--- config.mk ---
export PLATFORM = sky130hd
export DESIGN_NAME = l2_resp_queue
export DESIGN_NICKNAME = d
export VERILOG_FILES = /design/src/verilog/cache_cfg_pkg.sv /design/src/verilog/bus_pkg.sv /design/src/verilog/l2_resp_queue.sv
export SDC_FILE = /design/constraint.sdc
export NUM_CORES = 1
export LEC_CHECK = 0
export BUFFER_PORTS_ARGS = -buffer_cell sky130_fd_sc_hd__buf_2
export CAP_MARGIN = 20
export CORE_ASPECT_RATIO = 0.9
export CORE_MARGIN = 2
export CORE_UTILIZATION = 51
export DETAILED_ROUTE_END_ITERATION = 16
export MAX_ROUTING_LAYER = met4
export PLACE_DENSITY = 0.83
export SLEW_MARGIN = 20
export SYNTH_ARGS = -nofsm -noshare
export SYNTH_HDL_FRONTEND = slang
export SYNTH_SLANG_ARGS = --single-unit
--- constraint.sdc ---
create_clock -name clk -period 2.1 [get_ports clk]
set_clock_uncertainty 0.05 [all_clocks]
set_input_delay 0.105 -clock clk [delete_from_list [all_inputs] [get_ports clk]]
set_output_delay 0.105 -clock clk [all_outputs]
set_load 0.01 [all_outputs]
--- src/verilog/cache_cfg_pkg.sv ---
package cache_cfg_pkg;

   localparam int WORD_W     = 32;
   localparam int ADDR_W     = 23;   // Word address, as on the DRAM command port
   localparam int WORD_BITS  = 2;
   localparam int INDEX_BITS = 6;
   localparam int TAG_BITS   = 15;
   localparam int LINE_WORDS = 4;
   localparam int LINE_BITS  = ADDR_W - WORD_BITS;

   typedef struct packed {
      logic [TAG_BITS-1:0]   tag;
      logic [INDEX_BITS-1:0] index;
      logic [WORD_BITS-1:0]  word;
   } cache_addr_t;

   // Burst commands carry only the line number
   typedef struct packed {
      logic [LINE_BITS-1:0] line;
      logic [WORD_BITS-1:0] word;
   } mem_addr_t;

   typedef union packed {
      cache_addr_t c;
      mem_addr_t   m;
   } addr_u;

endpackage

--- src/verilog/bus_pkg.sv ---
package bus_pkg;

   typedef struct packed {
      logic                                write;
      cache_cfg_pkg::addr_u                addr;
      logic [cache_cfg_pkg::WORD_W/8-1:0]  mask;    // One bit per byte, 1 writes it
      logic [cache_cfg_pkg::WORD_W-1:0]    wdata;
   } req_t;

   typedef struct packed {
      logic                             write;
      logic [cache_cfg_pkg::WORD_W-1:0] rdata;
   } rsp_t;

   // Line address of a four-beat burst
   typedef struct packed {
      logic                                write;
      logic [cache_cfg_pkg::LINE_BITS-1:0] line;
   } mem_cmd_t;

endpackage

--- src/verilog/l2_resp_queue.sv ---
`timescale 1ns/1ps

module l2_resp_queue #(
   parameter int RSP_DEPTH = 4
) (
   input  logic          clk,
   input  logic          rst,
   input  logic          push,
   input  bus_pkg::rsp_t push_rsp,
   output logic          has_room,
   input  logic          rsp_credit,
   output logic          rsp_valid,
   output bus_pkg::rsp_t rsp
);
   import bus_pkg::*;

   localparam int PTR_W = (RSP_DEPTH > 1) ? $clog2(RSP_DEPTH) : 1;
   localparam int CNT_W = $clog2(RSP_DEPTH + 1);

   rsp_t             entries [RSP_DEPTH];
   logic [PTR_W-1:0] wr_ptr;
   logic [PTR_W-1:0] rd_ptr;
   logic [CNT_W-1:0] count;
   logic [CNT_W-1:0] credits;   // Granted by the consumer, not yet used

   function automatic logic [PTR_W-1:0] next_ptr(input logic [PTR_W-1:0] p);
      return (p == PTR_W'(RSP_DEPTH - 1)) ? '0 : p + 1'b1;
   endfunction

   assign has_room  = (count < CNT_W'(RSP_DEPTH));
   assign rsp_valid = (count != '0) && (credits != '0);
   assign rsp       = entries[rd_ptr];

   always_ff @(posedge clk) begin
      if (rst) begin
         wr_ptr  <= '0;
         rd_ptr  <= '0;
         count   <= '0;
         credits <= '0;
      end else begin
         if (push) begin
            wr_ptr <= next_ptr(wr_ptr);
         end
         if (rsp_valid) begin
            rd_ptr <= next_ptr(rd_ptr);
         end
         if (push && !rsp_valid) begin
            count <= count + 1'b1;
         end else if (!push && rsp_valid) begin
            count <= count - 1'b1;
         end
         if (rsp_credit && !rsp_valid) begin
            credits <= credits + 1'b1;
         end else if (!rsp_credit && rsp_valid) begin
            credits <= credits - 1'b1;   // One credit per departure
         end
      end
   end

   always_ff @(posedge clk) begin
      if (push) begin
         entries[wr_ptr] <= push_rsp;
      end
   end

   // Consumer may not grant more than the FIFO can hold
   a_credit_limit: assert property (@(posedge clk) disable iff (rst)
      credits <= CNT_W'(RSP_DEPTH));

endmodule
==> out/metrics.sh <==
TIMING.CRITICAL_PATH.FANOUT_MAX=2
DIE_AREA_SQ_MM=0.01146
CORE-AREA_SQ_MM=0.01029
DIE_WIDTH_UM=112.6
PLACEMENTROWS=35
FINALSETUPVIOLCOUNT=0
WL_PER_CELL_UM=18.48
CTS_INSERTED_BUFFERS=17
SYNTH_CELL_TYPE_COUNT=21
SYNTH_TOP_FAMILY_BY_AREA='multiplexers'
GRT-OVFL-TOTAL=0
CTS.ROOT.BUFFER_CELL='clkbuf_16'
FINAL_DESIGN_AREA_NO_FILL_SQ_MM=0.006968
MAXCAPVIOLATIONS=0
CPPEAKSTAGEDELAY_NS=0.33
CRITICAL_PATH_ARRIVAL_NS=2.34
SEQ_AREA_FRAC_SYNTH=0.7763
POWER.DENSITY_mW_PER_MM2=1217
WORSTSKEWPAIRLATENCY_NS=0.41
SYNTH-WARNING-COUNT=0
GRT_START_MAX_NET_PINS=34
SYNTH_AREA_PER_CELL_SQ_UM=23.04
SYNTH_ADDER_AREA_SHARE=0.02357
SETUP_WS_NS=0.05323
STATUS='completed'
SYNTH_SIMPLE_GATE_AREA_SHARE=0.01802
SYNTH-COMPOUND-AREA-SHARE=0.005545
GRTUSAGETOTAL=0.1830
PORT_BUFFERS=71
PLACE_CONGESTION=0.7044
CRIT_PATH_CELL_TRACE='nor3_2 -> nor2_1 -> inv_1 -> ha_2 -> inv_1 -> fa_2 -> xor2_1 -> or3_1 -> a21oi_2'
FINALNONFILLERCELLS=504
FINAL-MAX-SLEW-VIOLATION-COUNT=0
HOLD_VIOLATIONS_FINAL=0
DRT_PASS1_ITERATIONS=4
POSTSYNTHCELLCOUNT=235
YOSYS.AREA_SHARE.XOR_XNOR=0.006470
DIE_HEIGHT_UM=101.8
RSZ0062_AT_GRT='true'
MAXCLOCKFREQUENCY_MHz=488.6
MAXIMUM_VDD_DROP_mV=0.8930
DPL_CELL_AREA_SQ_MM=0.005956
ROUTE.VIAS.TOTAL=2631
SYN_AREA_SQ_MM=0.005415
CRITICALPATHCATEGORY='reg2reg'
POST-PLACE-CELLS=434
SYNTHMUXAREASHARE=0.1486
YS_FF_LATCH=144
NUMBER_OF_GLOBAL_ROUTE_VIAS_BEFORE_REPAIR=2866
TOTAL_LEAKAGE_POWER_nW=2.453
CTS_MAX_PATH_BUFFERS=2
DRT.ANTENNA.VIOLATING_NETS=0
DETAIL_ROUTE.ITER0.VIOLATIONS=133
FINAL-SEQ-AREA_SQ_MM=0.004213
ANTENNA_FOUND_INITIAL=1
CTS_MAX_LEVEL=4
TRITONCTS='done'
POSTROUTEWIRELENGTH_MM=9.315
SETUP.WORST_PATH.START_CLASS='flop'
CRIT_PATH_END_KIND='flop'
TIGHTESTPINTRANSITION_NS=0.9347
INITIAL_CORE_UTIL=0.5262
MAX-SLEW-MARGIN-REL=0.3769
VIA_PER_INST=5.220
CRITICAL_PATH.SLOWEST_CELL='fa_2'
FIN_CRIT_SH=0.9747
COMBINED_AREA_OF_THE_MULTI_INPUT_LOGIC_CELLS_SQ_MM=0.001137
AREA.GROWTH.SYNTH_TO_FINAL_PCT=28.67
CLOCK_SINKS=144
DRC_ERRORS=0
NETS=408
MAPPEDNETLISTNETS=281
TOP_LEVEL_PORTS=72
CRITICAL_PATH.MOST_COMMON_CELL='inv_1'
DETAILEDPLACEMENTHPWL_MM=5.239
POST_ROUTE_CELLS_DRIVE_ABOVE_1_SHARE=0.4171
PERIOD_MINUS_SLACK_NS=2.047
PLACEMENT.SETUP.WORST_SLACK_NS=-0.1157
GRT_FIRST_PASS_WIRELENGTH_MM=14.65
HOLD_PATH_CLASS='in2reg'
FINAL.FILL_COUNT=639
WORSTPATHREQUIRED_NS=2.39
TOTAL_POWER_mW=8.480
CLK_TRANSITION_REPORTED_PATHS_NS=0.06
## routing by layer
| layer | track usage | vias to the layer above | routed length, um |
|---|---|---|---|
| met5 | - | - | 0 |
| met4 | 0.07598 | 0 | 120 |
| met3 | 0.05566 | 10 | 521 |
| met2 | 0.3017 | 88 | 4914 |
| met1 | 0.2120 | 1307 | 3759 |
| li1 | - | 1226 | - |
## final timing paths
path                                  from         end  depth (start not counted)  slack (ns)
worst max-delay path            credits[0]  credits[2]                          9        0.05
worst min-delay path            rsp_credit  credits[0]                          4        0.09
worst max register to register  credits[0]  credits[2]                          9        0.05
worst min register to register   rd_ptr[1]        flop                          2        0.44
## per-stage QoR
step | TNS, ns | utilization | hold slack [ns]
global route | -0.07064 | 0.6771 | 0.1205
detailed placement | -0.2039 | 0.5787 | 0.2728
finish | 0 | 0.6771 | 0.08891
CTS | -0.005650 | 0.6725 | 0.1131
global placement | 0 | 0.5787 | 0.2642
floorplan | 0 | - | 0.1539
## registers in the layout, summed over array words and instances (netlist names), named ones only
| register | count |
|---|---|
| rd_ptr | 2 |
| credits | 3 |
| count | 3 |
| wr_ptr | 2 |
| entries | 132 |
## cell usage in the layout, fill, tap and decap left out, types with 5 or more instances in the layout
cell type      netlist  layout
buf_2                3      71
buf_4                0       7
clkbuf_16            0      17
dfxtp_1             12       7
dlygate4sd3_1        0      35
edfxtp_1           132     132
ha_1                 7       5
inv_1                6       6
mux2i_1              5       5
mux4_2              30      30
nor2_1               8       8
## cells in the mapped netlist (all sizes together)
| cell type | number | area [sq um] |
|---|---|---|
| inv | 6 | 22.52 |
| fa | 2 | 40.04 |
| o21ai | 3 | 15.01 |
| clkbuf | 2 | 7.510 |
| xor2 | 4 | 35.03 |
| a21oi | 3 | 15.01 |
| or4 | 1 | 7.510 |
| buf | 7 | 86.33 |
| or3 | 2 | 12.51 |
| dfxtp | 12 | 240.2 |
| mux4 | 33 | 754.5 |
| nor3 | 2 | 10.01 |
| mux2i | 5 | 50.05 |
| nor2 | 8 | 30.03 |
| edfxtp | 132 | 3964 |
| ha | 7 | 87.58 |
| and2 | 4 | 25.02 |
| nand2b | 2 | 12.51 |
## power by group
part	internal, mW	switching, mW	leakage (nW)
combinational	1.09	0.942	0.863
sequential	3.35	0.127	1.31
clock	1.86	1.11	0.276
total	6.30	2.18	2.45
## worst max-delay path: cells and delay by family (launching register included)
family	cells	cell delay, ns
adder cells (fa/ha/maj)	2	0.53
buffers and inverters	2	0.17
AND/OR/NAND/NOR	3	0.62
XOR/XNOR	1	0.15
flip-flops	1	0.32
AO/OA/AOI/OAI	1	0.13
## final cells by class
| type | instances | share of cell area |
|---|---|---|
| antenna | 1 | 0.0003591 |
| inverter | 6 | 0.003232 |
| clock buffer | 18 | 0.06159 |
| tap | 129 | 0.02316 |
| multi-input combinational | 76 | 0.1632 |
| clock inverter | 13 | 0.02352 |
| timing repair buffer | 117 | 0.1203 |
| sequential | 144 | 0.6046 |
## kinds of logic (layout without fill, tap and decap cells)
kind of cell	count (synthesis)	in the layout
compound gates	6	6
fa+ha+maj	9	9
flops	144	144
simple gates	19	19
other cells	0	1
xor+xnor	4	4
mux	38	38
buf+inv	15	154
## what timing repair did
action,4_1_cts,5_1_grt
hold buffers,35,0
gates resized for setup,3,9
endpoints found under the setup margin,2,2
hold endpoints to repair,142,0
setup buffers,1,2
pin swaps,1,6
(Power assumes the default switching activity.)
