File: config.mk
export PLATFORM = sky130hd
export DESIGN_NAME = l2_req_decode
export DESIGN_NICKNAME = d
export VERILOG_FILES = /design/src/verilog/cache_cfg_pkg.sv /design/src/verilog/bus_pkg.sv /design/src/verilog/l2_req_decode.sv
export SDC_FILE = /design/constraint.sdc
export NUM_CORES = 1
export LEC_CHECK = 0
export ABC_AREA = 1
export BUFFER_PORTS_ARGS = -buffer_cell sky130_fd_sc_hd__buf_2
export CAP_MARGIN = 20
export CORE_UTILIZATION = 58
export CTS_CLUSTER_DIAMETER = 80
export DETAILED_ROUTE_END_ITERATION = 12
export PLACE_DENSITY = 0.8
export SYNTH_ARGS = -nofsm -noshare
export SYNTH_HDL_FRONTEND = slang
export SYNTH_SLANG_ARGS = --single-unit
File: constraint.sdc
create_clock -name clk -period 4.15 [get_ports clk]
set_clock_uncertainty 0.05 [all_clocks]
set_input_delay 0.83 -clock clk [delete_from_list [all_inputs] [get_ports clk]]
set_output_delay 0.83 -clock clk [all_outputs]
set_load 0.005 [all_outputs]
File: src/verilog/cache_cfg_pkg.sv
package cache_cfg_pkg;

   localparam int WORD_W     = 32;
   localparam int ADDR_W     = 23;   // Word address, as on the DRAM command port
   localparam int WORD_BITS  = 2;
   localparam int INDEX_BITS = 6;
   localparam int TAG_BITS   = 15;
   localparam int LINE_WORDS = 4;
   localparam int LINE_BITS  = ADDR_W - WORD_BITS;

   typedef struct packed {
      logic [TAG_BITS-1:0]   tag;
      logic [INDEX_BITS-1:0] index;
      logic [WORD_BITS-1:0]  word;
   } cache_addr_t;

   // Burst commands carry only the line number
   typedef struct packed {
      logic [LINE_BITS-1:0] line;
      logic [WORD_BITS-1:0] word;
   } mem_addr_t;

   typedef union packed {
      cache_addr_t c;
      mem_addr_t   m;
   } addr_u;

endpackage

File: src/verilog/bus_pkg.sv
package bus_pkg;

   typedef struct packed {
      logic                                write;
      cache_cfg_pkg::addr_u                addr;
      logic [cache_cfg_pkg::WORD_W/8-1:0]  mask;    // One bit per byte, 1 writes it
      logic [cache_cfg_pkg::WORD_W-1:0]    wdata;
   } req_t;

   typedef struct packed {
      logic                             write;
      logic [cache_cfg_pkg::WORD_W-1:0] rdata;
   } rsp_t;

   // Line address of a four-beat burst
   typedef struct packed {
      logic                                write;
      logic [cache_cfg_pkg::LINE_BITS-1:0] line;
   } mem_cmd_t;

endpackage

File: src/verilog/l2_req_decode.sv
`timescale 1ns/1ps

module l2_req_decode #(
   parameter int REQ_CREDITS = 4
) (
   input  logic          clk,
   input  logic          rst,
   input  logic          req_valid,
   input  bus_pkg::req_t req,
   output logic          req_credit,
   output logic          dec_valid,
   output bus_pkg::req_t dec,
   input  logic          dec_ready
);
   import bus_pkg::*;

   localparam int PTR_W = (REQ_CREDITS > 1) ? $clog2(REQ_CREDITS) : 1;
   localparam int CNT_W = $clog2(REQ_CREDITS + 1);

   req_t             entries [REQ_CREDITS];
   logic [PTR_W-1:0] wr_ptr;
   logic [PTR_W-1:0] rd_ptr;
   logic [CNT_W-1:0] count;
   logic             pop;

   function automatic logic [PTR_W-1:0] next_ptr(input logic [PTR_W-1:0] p);
      return (p == PTR_W'(REQ_CREDITS - 1)) ? '0 : p + 1'b1;
   endfunction

   assign dec_valid  = (count != '0);
   assign dec        = entries[rd_ptr];   // Head entry, read through the cache view downstream
   assign pop        = dec_valid && dec_ready;
   assign req_credit = pop;               // Credit goes back as the entry leaves

   always_ff @(posedge clk) begin
      if (rst) begin
         wr_ptr <= '0;
         rd_ptr <= '0;
         count  <= '0;
      end else begin
         if (req_valid) begin
            wr_ptr <= next_ptr(wr_ptr);
         end
         if (pop) begin
            rd_ptr <= next_ptr(rd_ptr);
         end
         if (req_valid && !pop) begin
            count <= count + 1'b1;
         end else if (!req_valid && pop) begin
            count <= count - 1'b1;
         end
      end
   end

   always_ff @(posedge clk) begin
      if (req_valid) begin
         entries[wr_ptr] <= req;
      end
   end

   // Requester must not spend more credits than it was given
   a_no_overspend: assert property (@(posedge clk) disable iff (rst)
      req_valid |-> (count < CNT_W'(REQ_CREDITS)));

endmodule

==> metrics.cfg, run 1 <==
[run_status]
outcome = finished, final reports clean

[route]
drt_first_pass_iters = 5
vias = 5746
wl_met1_mm = 7.672
highest-signal-layer = met4
wl_met2_mm = 9.938
routed_wl_mm = 19.17
post_drt_wl_per_cell_um = 19.10
antenna_left = 0
wl_met3_mm = 1.236
drt_iter0_drc = 563
viasPerCell = 5.723
drc = 0

[yosys]
yosysSeqAreaShare_pct = 77.44
synth_seq_cells = 249
yosys_warnings = 0
netlist_instances = 644
synth_nets = 715
avgSynthCellArea_um2 = 14.81
ys_types = 23
netlist_area_um2 = 9539

[critical_path]
cp.required_ns = 3.27
crit_slowest_cell = buf_4
slowest_delay_ns = 0.69
worst-path-max-fanout = 78
cp-start-kind = flip-flop
end_kind = primary output
cp_cell_sequence = buf_4 -> o21ai_0 -> o22ai_1 -> buf_2
worstPathArrival_ns = 2.63
critPathKind = flip-flop to primary output

[power_and_ir_drop]
pwr-share-seq_pct = 44.4
combPwrFrac_pct = 23.8
swShare_pct = 28.79
ir_drop_mv = 0.3410
power.internal_mw = 4.779
pwr-share-clk_pct = 31.8
p_sw_mw = 1.932
p_per_area_nw_per_um2 = 606.6
power.static_leakage_nw = 3.938

[cts]
cts_tree = built
cts_setup_buffers = 0
cts_resized = 0
cts_max_level = 1
hold_buffers = 0
cts.sinks = 249
path_clk_slew_ns = 0.06
clk_latency_ns = 0.50
clock_path_buffers = 3
clock-root-buffer = clkbuf_16
numCtsBuffers = 25

[global_routing]
overflow = 0
grt_max_degree = 79
grt_antenna_before_repair = 3
grt_usage_pct = 22.81
grt_pass1_wl_mm = 29.01
grt_pass1_vias = 5843

[timing]
tns_ns = 0
fmax_mhz = 285.2
min_period_over_period_pct = 84.48
fin_hold_ws_ns = 0.4707
timing.slew.headroom_pct = 27.32
finalMaxSlewViolations = 0
tightest_slew_ns = 1.089
hold_viol = 0
rsz0062_at_grt = no
setup_viol = 0
period_minus_slack_ns = 3.506

[place]
hpwlAfterDp_mm = 10.77
gp_congestion = 0.7823
post_dp_cell_area_um2 = 10270
portBuffers = 125

[floorplan]
coreArea_um2 = 15940
die_area_um2 = 16960
rows = 46
die_x_um = 130.2
pin_count = 126
fp.dieH_um = 130.2
start_util_pct = 59.83

[worst_hold_path]
hold_path.class = input pin to flip-flop

[cells_and_area]
area_growth_pct = 15.98
finalNetCount = 839
layout-drive-gt1-share_pct = 27.77
finalInstanceArea_um2 = 11060

[job]
cap_violations = 0

==> layer usage <==
layer  vias to the layer above  global-route usage [%]
met1                      2867                   29.18
met2                       204                   39.05
met3                        23                   4.428
met5                         -                       0
met4                         0                   8.208
li1                       2652                       -
==> cell type report <==
| class | count | area (um2) |
|---|---|---|
| Antenna cell | 3 | 7.507 |
| Clock buffer | 29 | 640.6 |
| Clock inverter | 15 | 145.1 |
| Fill cell | 1071 | 4880 |
| Inverter | 17 | 66.31 |
| Multi-Input combinational cell | 340 | 1841 |
| Sequential cell | 249 | 7392 |
| Tap cell | 216 | 270.3 |
| Timing Repair Buffer | 135 | 700.7 |
==> logic make-up after synthesis <==
group,Yosys count,share of synthesized area (%)
fa+ha+maj,7,0.9968
simple gates,147,6.401
compound gates,185,11.80
flops,249,77.44
buf+inv,55,3.266
xor+xnor,1,0.09183
==> critical path, delay by kind of cell (launching register included) <==
family,cells,cell delay [ns]
AO/OA/AOI/OAI,2,0.56
buffers and inverters,2,0.86
flip-flops,1,0.63
==> cell usage after synthesis <==
| cell | n | share of area [%] |
|---|---|---|
| nand3_1 | 1 | 0.052 |
| nor2_1 | 110 | 4.3 |
| o21ai_0 | 82 | 4.3 |
| buf_2 | 3 | 0.16 |
| fa_1 | 1 | 0.21 |
| inv_2 | 2 | 0.079 |
| o22ai_1 | 40 | 2.6 |
| o22ai_2 | 20 | 2.6 |
| o21ai_1 | 40 | 2.1 |
| nand3b_1 | 1 | 0.079 |
| dfxtp_1 | 9 | 1.9 |
| nand2_1 | 13 | 0.51 |
| clkbuf_1 | 23 | 0.91 |
| nor2_2 | 20 | 1.3 |
| buf_8 | 3 | 0.47 |
| buf_6 | 9 | 1.1 |
| ha_1 | 6 | 0.79 |
| inv_1 | 15 | 0.59 |
| xor2_1 | 1 | 0.092 |
| edfxtp_1 | 240 | 76 |
| nor3_1 | 1 | 0.052 |
| a21oi_1 | 3 | 0.16 |
| nand4_1 | 1 | 0.066 |
==> per-stage QoR <==
stage	util [%]	setup slack, ns	power (mW)	instances
finish	69.39	0.6441	6.710	1004
global route	69.36	0.5210	7.033	1002
CTS	69.35	0.6840	6.741	1001
detailed placement	64.42	1.221	4.622	957
global placement	64.42	1.305	4.545	957
floorplan	-	1.652	4.047	644
==> power by group through the flow <==
stage | sequential (mW) | combinational, mW | clock (mW)
floorplan | 2.99 | 1.06 | 0
global placement | 3.02 | 1.52 | 0
detailed placement | 3.03 | 1.59 | 0
CTS | 2.98 | 1.60 | 2.16
global route | 2.99 | 1.77 | 2.27
finish | 2.98 | 1.59 | 2.14
==> final timing paths <==
check | start | slack (ns) | endpoint | cells past startpoint
worst max-delay path | flip-flop | 0.64 | dec[30] | 4
worst min-delay path | rst | 0.47 | count[0] | 2
worst max register to register | count[0] | 2.27 | count[2] | 12
worst min register to register | count[2] | 0.48 | count[2] | 4
==> placed cells by master, fill, tap and decap left out, drive strengths merged <==
| cell | instances |
|---|---|
| ha | 6 |
| nor3 | 1 |
| inv | 17 |
| nand4 | 1 |
| nand3 | 1 |
| nand2 | 13 |
| o22ai | 60 |
| diode | 3 |
| buf | 135 |
| o21ai | 122 |
| clkinvlp | 1 |
| edfxtp | 240 |
| clkinv | 11 |
| bufinv | 3 |
| dfxtp | 9 |
| a21oi | 3 |
| fa | 1 |
| nand3b | 1 |
| xor2 | 1 |
| clkbuf | 29 |
| nor2 | 130 |
==> flip-flops by register name, summed over array words and instances (netlist names), named ones only <==
signal / cells
entries: 240
count: 3
rd_ptr: 2
wr_ptr: 2
Note: power is estimated with default switching activity, not from simulation.
==> run 2: changes to the inputs <==
Settings changed: CORE_UTILIZATION 58 to 52, PLACE_DENSITY 0.8 to 0.76.
Clock period 4.15 ns to 2.97 ns, I/O delays scaled along.
==> metrics.cfg, run 2 (synthesis results as in run 1) <==
[floorplan]
start_util_pct = 53.10
fp.dieH_um = 137.4
die_x_um = 137.4
die_area_um2 = 18890
pin_count = 126
coreArea_um2 = 17960
rows = 49

[timing]
timing.slew.headroom_pct = 58.10
tns_ns = 0
hold_viol = 0
rsz0062_at_grt = no
period_minus_slack_ns = 2.798
fin_hold_ws_ns = 0.2314
min_period_over_period_pct = 94.22
fin_ws_ns = 0.1716
fmax_mhz = 357.3
tightest_slew_ns = 0.6286
setup_viol = 0
finalMaxSlewViolations = 0

[route]
drt_first_pass_iters = 4
drc = 0
vias = 5678
post_drt_wl_per_cell_um = 18.93
viasPerCell = 5.572
drt_iter0_drc = 410
antenna_left = 0
routed_wl_mm = 19.29

[cells_and_area]
fillers = 1334
layout-drive-gt1-share_pct = 28.08
finalNetCount = 843
final_cell_mix = edfxtp_1, buf_2, nor2_1
largest_register = entries
largest_register_ffs = 240
layout.cells.non_filler = 1019
area_growth_pct = 17.17
mostFrequentLayoutCell = edfxtp_1
reg_top3 = entries (240), count (3)

[power_and_ir_drop]
power.total_mw = 9.446
p_per_area_nw_per_um2 = 845.1
power.static_leakage_nw = 3.981
ir_drop_mv = 0.6206

[run_status]
outcome = finished, final reports clean

[critical_path]
end_kind = primary output
critPathKind = flip-flop to primary output
worst-path-max-fanout = 32
cp.required_ns = 2.33
reg2reg_to = count[2]
worstPathArrival_ns = 2.15
rr_worst_depth = 12
critPathCapture = dec[24]
cp-start-kind = flip-flop
r2r_slack_ns = 1.04
r2r_start = count[1]

[cts]
hold_buffers = 0
clock-root-buffer = clkbuf_16
path_clk_slew_ns = 0.06
clk_latency_ns = 0.50
numCtsBuffers = 25
cts_tree = built
cts.sinks = 249
cts_max_level = 1
cts_setup_buffers = 0
cts_resized = 0
clock_path_buffers = 3

[global_routing]
grt_pass1_vias = 5836
overflow = 0
grt_max_degree = 121
grt_pass1_wl_mm = 29.52
grt_usage_pct = 20.80
grt_antenna_before_repair = 4

[place]
portBuffers = 125
place_ws_ns = 0.6973
dp_cells = 974
gp_congestion = 0.7521
hpwlAfterDp_mm = 11.42

[worst_hold_path]
hold_path.class = input pin to flip-flop
whs_path_depth = 2

[job]
cap_violations = 0

==> run 2: cell types whose count changed in the layout (fill, tap and decap cells not counted) <==
cell and delta:
buf_12 +6, buf_4 -2, clkinv_1 -2, clkbuf_1 +1, clkinv_2 -1, clkinvlp_4 -1, inv_6 +1
==> run 2: power by group <==
part / switching, mW / total [mW] / internal (mW)
registers: 0.110 / 4.15 / 4.04
clock network: 1.19 / 2.98 / 1.79
logic: 1.42 / 2.31 / 0.891
total: 2.72 / 9.45 / 6.73
==> run 2: cell type report <==
class	count	area [um2]	area share (%)
diodes	3	7.507	0.06717
clock buffers	30	644.4	5.765
clock inverters	12	133.9	1.198
inverters	17	66.31	0.5933
multi-input cells	340	1841	16.47
flip-flops and latches	249	7392	66.14
well taps	229	286.5	2.564
repair buffers	139	805.8	7.209
==> run 2: critical path, cell delays in order, from the launching register on <==
cell and delay, ns:
dfxtp_2 0.73, buf_4 0.33, o21ai_0 0.12, o22ai_1 0.28
buf_2 0.18
==> run 2: worst min-delay path by stage <==
stage / slack, ns / start / to
after global routing: 0.22 / req[23] / entries[3][23]
after global placement: 0.45 / wr_ptr[1] / wr_ptr[1]
final: 0.23 / rst / wr_ptr[0]
after floorplan: 0.43 / rd_ptr[1] / flip-flop
after detailed placement: 0.47 / rd_ptr[1] / flip-flop
after CTS: 0.22 / rst / count[0]
==> run 2: stage by stage <==
stage	cell area, um2	util, %
2_1_floorplan	9539	-
3_3_place_gp	10390	57.85
3_5_place_dp	10390	57.85
4_1_cts	11170	62.18
5_1_grt	11170	62.19
6_report	11180	62.22
==> run 2: layer usage <==
layer | up-vias | part of all wire (%) | track usage (%)
met5 | - | 0 | 0
met4 | 0 | 1.8 | 6.777
met3 | 31 | 5.9 | 4.820
met2 | 144 | 53 | 37.10
met1 | 2842 | 40 | 24.74
li1 | 2661 | - | -
==> run 3: changes to the inputs <==
Settings changed: RECOVER_POWER set to 50.
==> metrics.cfg, run 3 (synthesis results as in run 1) <==
[run_status]
outcome = finished, final reports clean

[cts]
path_clk_slew_ns = 0.06
numCtsBuffers = 25
cts_tree = built
clock-root-buffer = clkbuf_16
cts_max_level = 1
hold_buffers = 0
clk_latency_ns = 0.50
cts_setup_buffers = 0
clock_path_buffers = 3
cts.sinks = 249
cts_resized = 0

[power_and_ir_drop]
combPwrFrac_pct = 24.4
p_per_area_nw_per_um2 = 850.8
power.static_leakage_nw = 3.822
swShare_pct = 28.88
pwr-share-seq_pct = 44.0
power.internal_mw = 6.716
pwr-share-clk_pct = 31.6
p_sw_mw = 2.727
ir_drop_mv = 0.6224

[timing]
timing.slew.headroom_pct = 49.56
min_period_over_period_pct = 94.02
tightest_slew_ns = 0.7557
fin_hold_ws_ns = 0.2308
period_minus_slack_ns = 2.792
setup_viol = 0
fmax_mhz = 358.1
hold_viol = 0
rsz0062_at_grt = no
finalMaxSlewViolations = 0
tns_ns = 0

[cells_and_area]
largest_register_ffs = 240
reg_top3 = entries (240), count (3)
finalNetCount = 843
fillers = 1363
finalInstanceArea_um2 = 11100
mostFrequentLayoutCell = edfxtp_1
area_growth_pct = 16.36
layout-drive-gt1-share_pct = 20.08
largest_register = entries
fin_util_pct = 61.79
layout.cells.non_filler = 1018
final_cell_mix = edfxtp_1, nor2_1, o21ai_0

[route]
drt_first_pass_iters = 4
drt_iter0_drc = 445
routed_wl_mm = 19.34
post_drt_wl_per_cell_um = 19.00
viasPerCell = 5.615
antenna_left = 0
vias = 5716
drc = 0

[job]
cap_violations = 0

[critical_path]
crit_slowest_cell = dfxtp_2
slowest_delay_ns = 0.74
cp.required_ns = 2.33
critPathBufInv = 2
worstPathArrival_ns = 2.15
cp_cell_sequence = buf_4 -> o21ai_0 -> o22ai_1 -> buf_2
path_delay_family = flip-flops
cp-start-kind = flip-flop
r2r_slack_ns = 1.03
worst-path-max-fanout = 32
critPathKind = flip-flop to primary output
end_kind = primary output

[place]
portBuffers = 125
dp_cells = 974
post_dp_cell_area_um2 = 10390
gp_congestion = 0.7521
hpwlAfterDp_mm = 11.42

[global_routing]
grt_pass1_wl_mm = 29.52
overflow = 0
grt_antenna_before_repair = 2
grt_usage_pct = 20.80
grt_pass1_vias = 5836
grt_max_degree = 121

[floorplan]
die_x_um = 137.4
start_util_pct = 53.10
coreArea_um2 = 17960
fp.dieH_um = 137.4
pin_count = 126
rows = 49
die_area_um2 = 18890

[worst_hold_path]
hold_path.class = input pin to flip-flop

run 3: cell count changes in the layout (fill, tap and decap cells not counted):
cell,before,now
buf_2,125,65
clkbuf_1,5,65
diode_2,3,2
inv_1,10,13
inv_2,6,3
run 3: worst paths after layout:
kind	from	to	cells after the start
setup / recovery	flip-flop	dec[24]	4
hold / removal	rst	wr_ptr[0]	2
setup reg to reg	wr_ptr[0]	entries[2][3]	5
hold reg to reg	wr_ptr[1]	wr_ptr[1]	2
run 3: routing by layer:
metal  GRT usage (%)  up-vias  wire length (um)
met1           24.74     2876              7785
met3           4.820       27              1197
met2           37.10      156             10090
met4           6.777        0               265
li1                -     2657                 -
met5               0        -                 0
run 3: worst register-to-register path, cell delays in order, from the launching register on:
cell,delay [ns]
dfxtp_1,0.35
inv_1,0.09
ha_1,0.14
nand2_1,0.05
inv_1,0.55
buf_4,0.40
run 3: stage by stage:
stage	total power [mW]	setup WS, ns
after global placement	6.440	0.6822
final	9.443	0.1777
after CTS	9.517	0.1596
after floorplan	5.655	0.7081
after detailed placement	6.552	0.6973
after global routing	9.909	0.03639
run 3: power groups by stage:
stage,Sequential (mW),Combinational (mW),Clock (mW)
2_1_floorplan,4.17,1.48,0
3_3_place_gp,4.22,2.22,0
3_5_place_dp,4.23,2.32,0
4_1_cts,4.16,2.33,3.03
5_1_grt,4.17,2.55,3.18
6_report,4.16,2.30,2.99
run 3: layout make-up:
class / count / area (um2) / share of cell area (%)
Timing Repair Buffer: 139 / 730.7 / 6.583
Antenna cell: 2 / 5.005 / 0.04509
Clock inverter: 12 / 133.9 / 1.206
Clock buffer: 30 / 644.4 / 5.805
Tap cell: 229 / 286.5 / 2.581
Inverter: 17 / 66.31 / 0.5975
Sequential cell: 249 / 7392 / 66.60
Multi-Input combinational cell: 340 / 1841 / 16.58
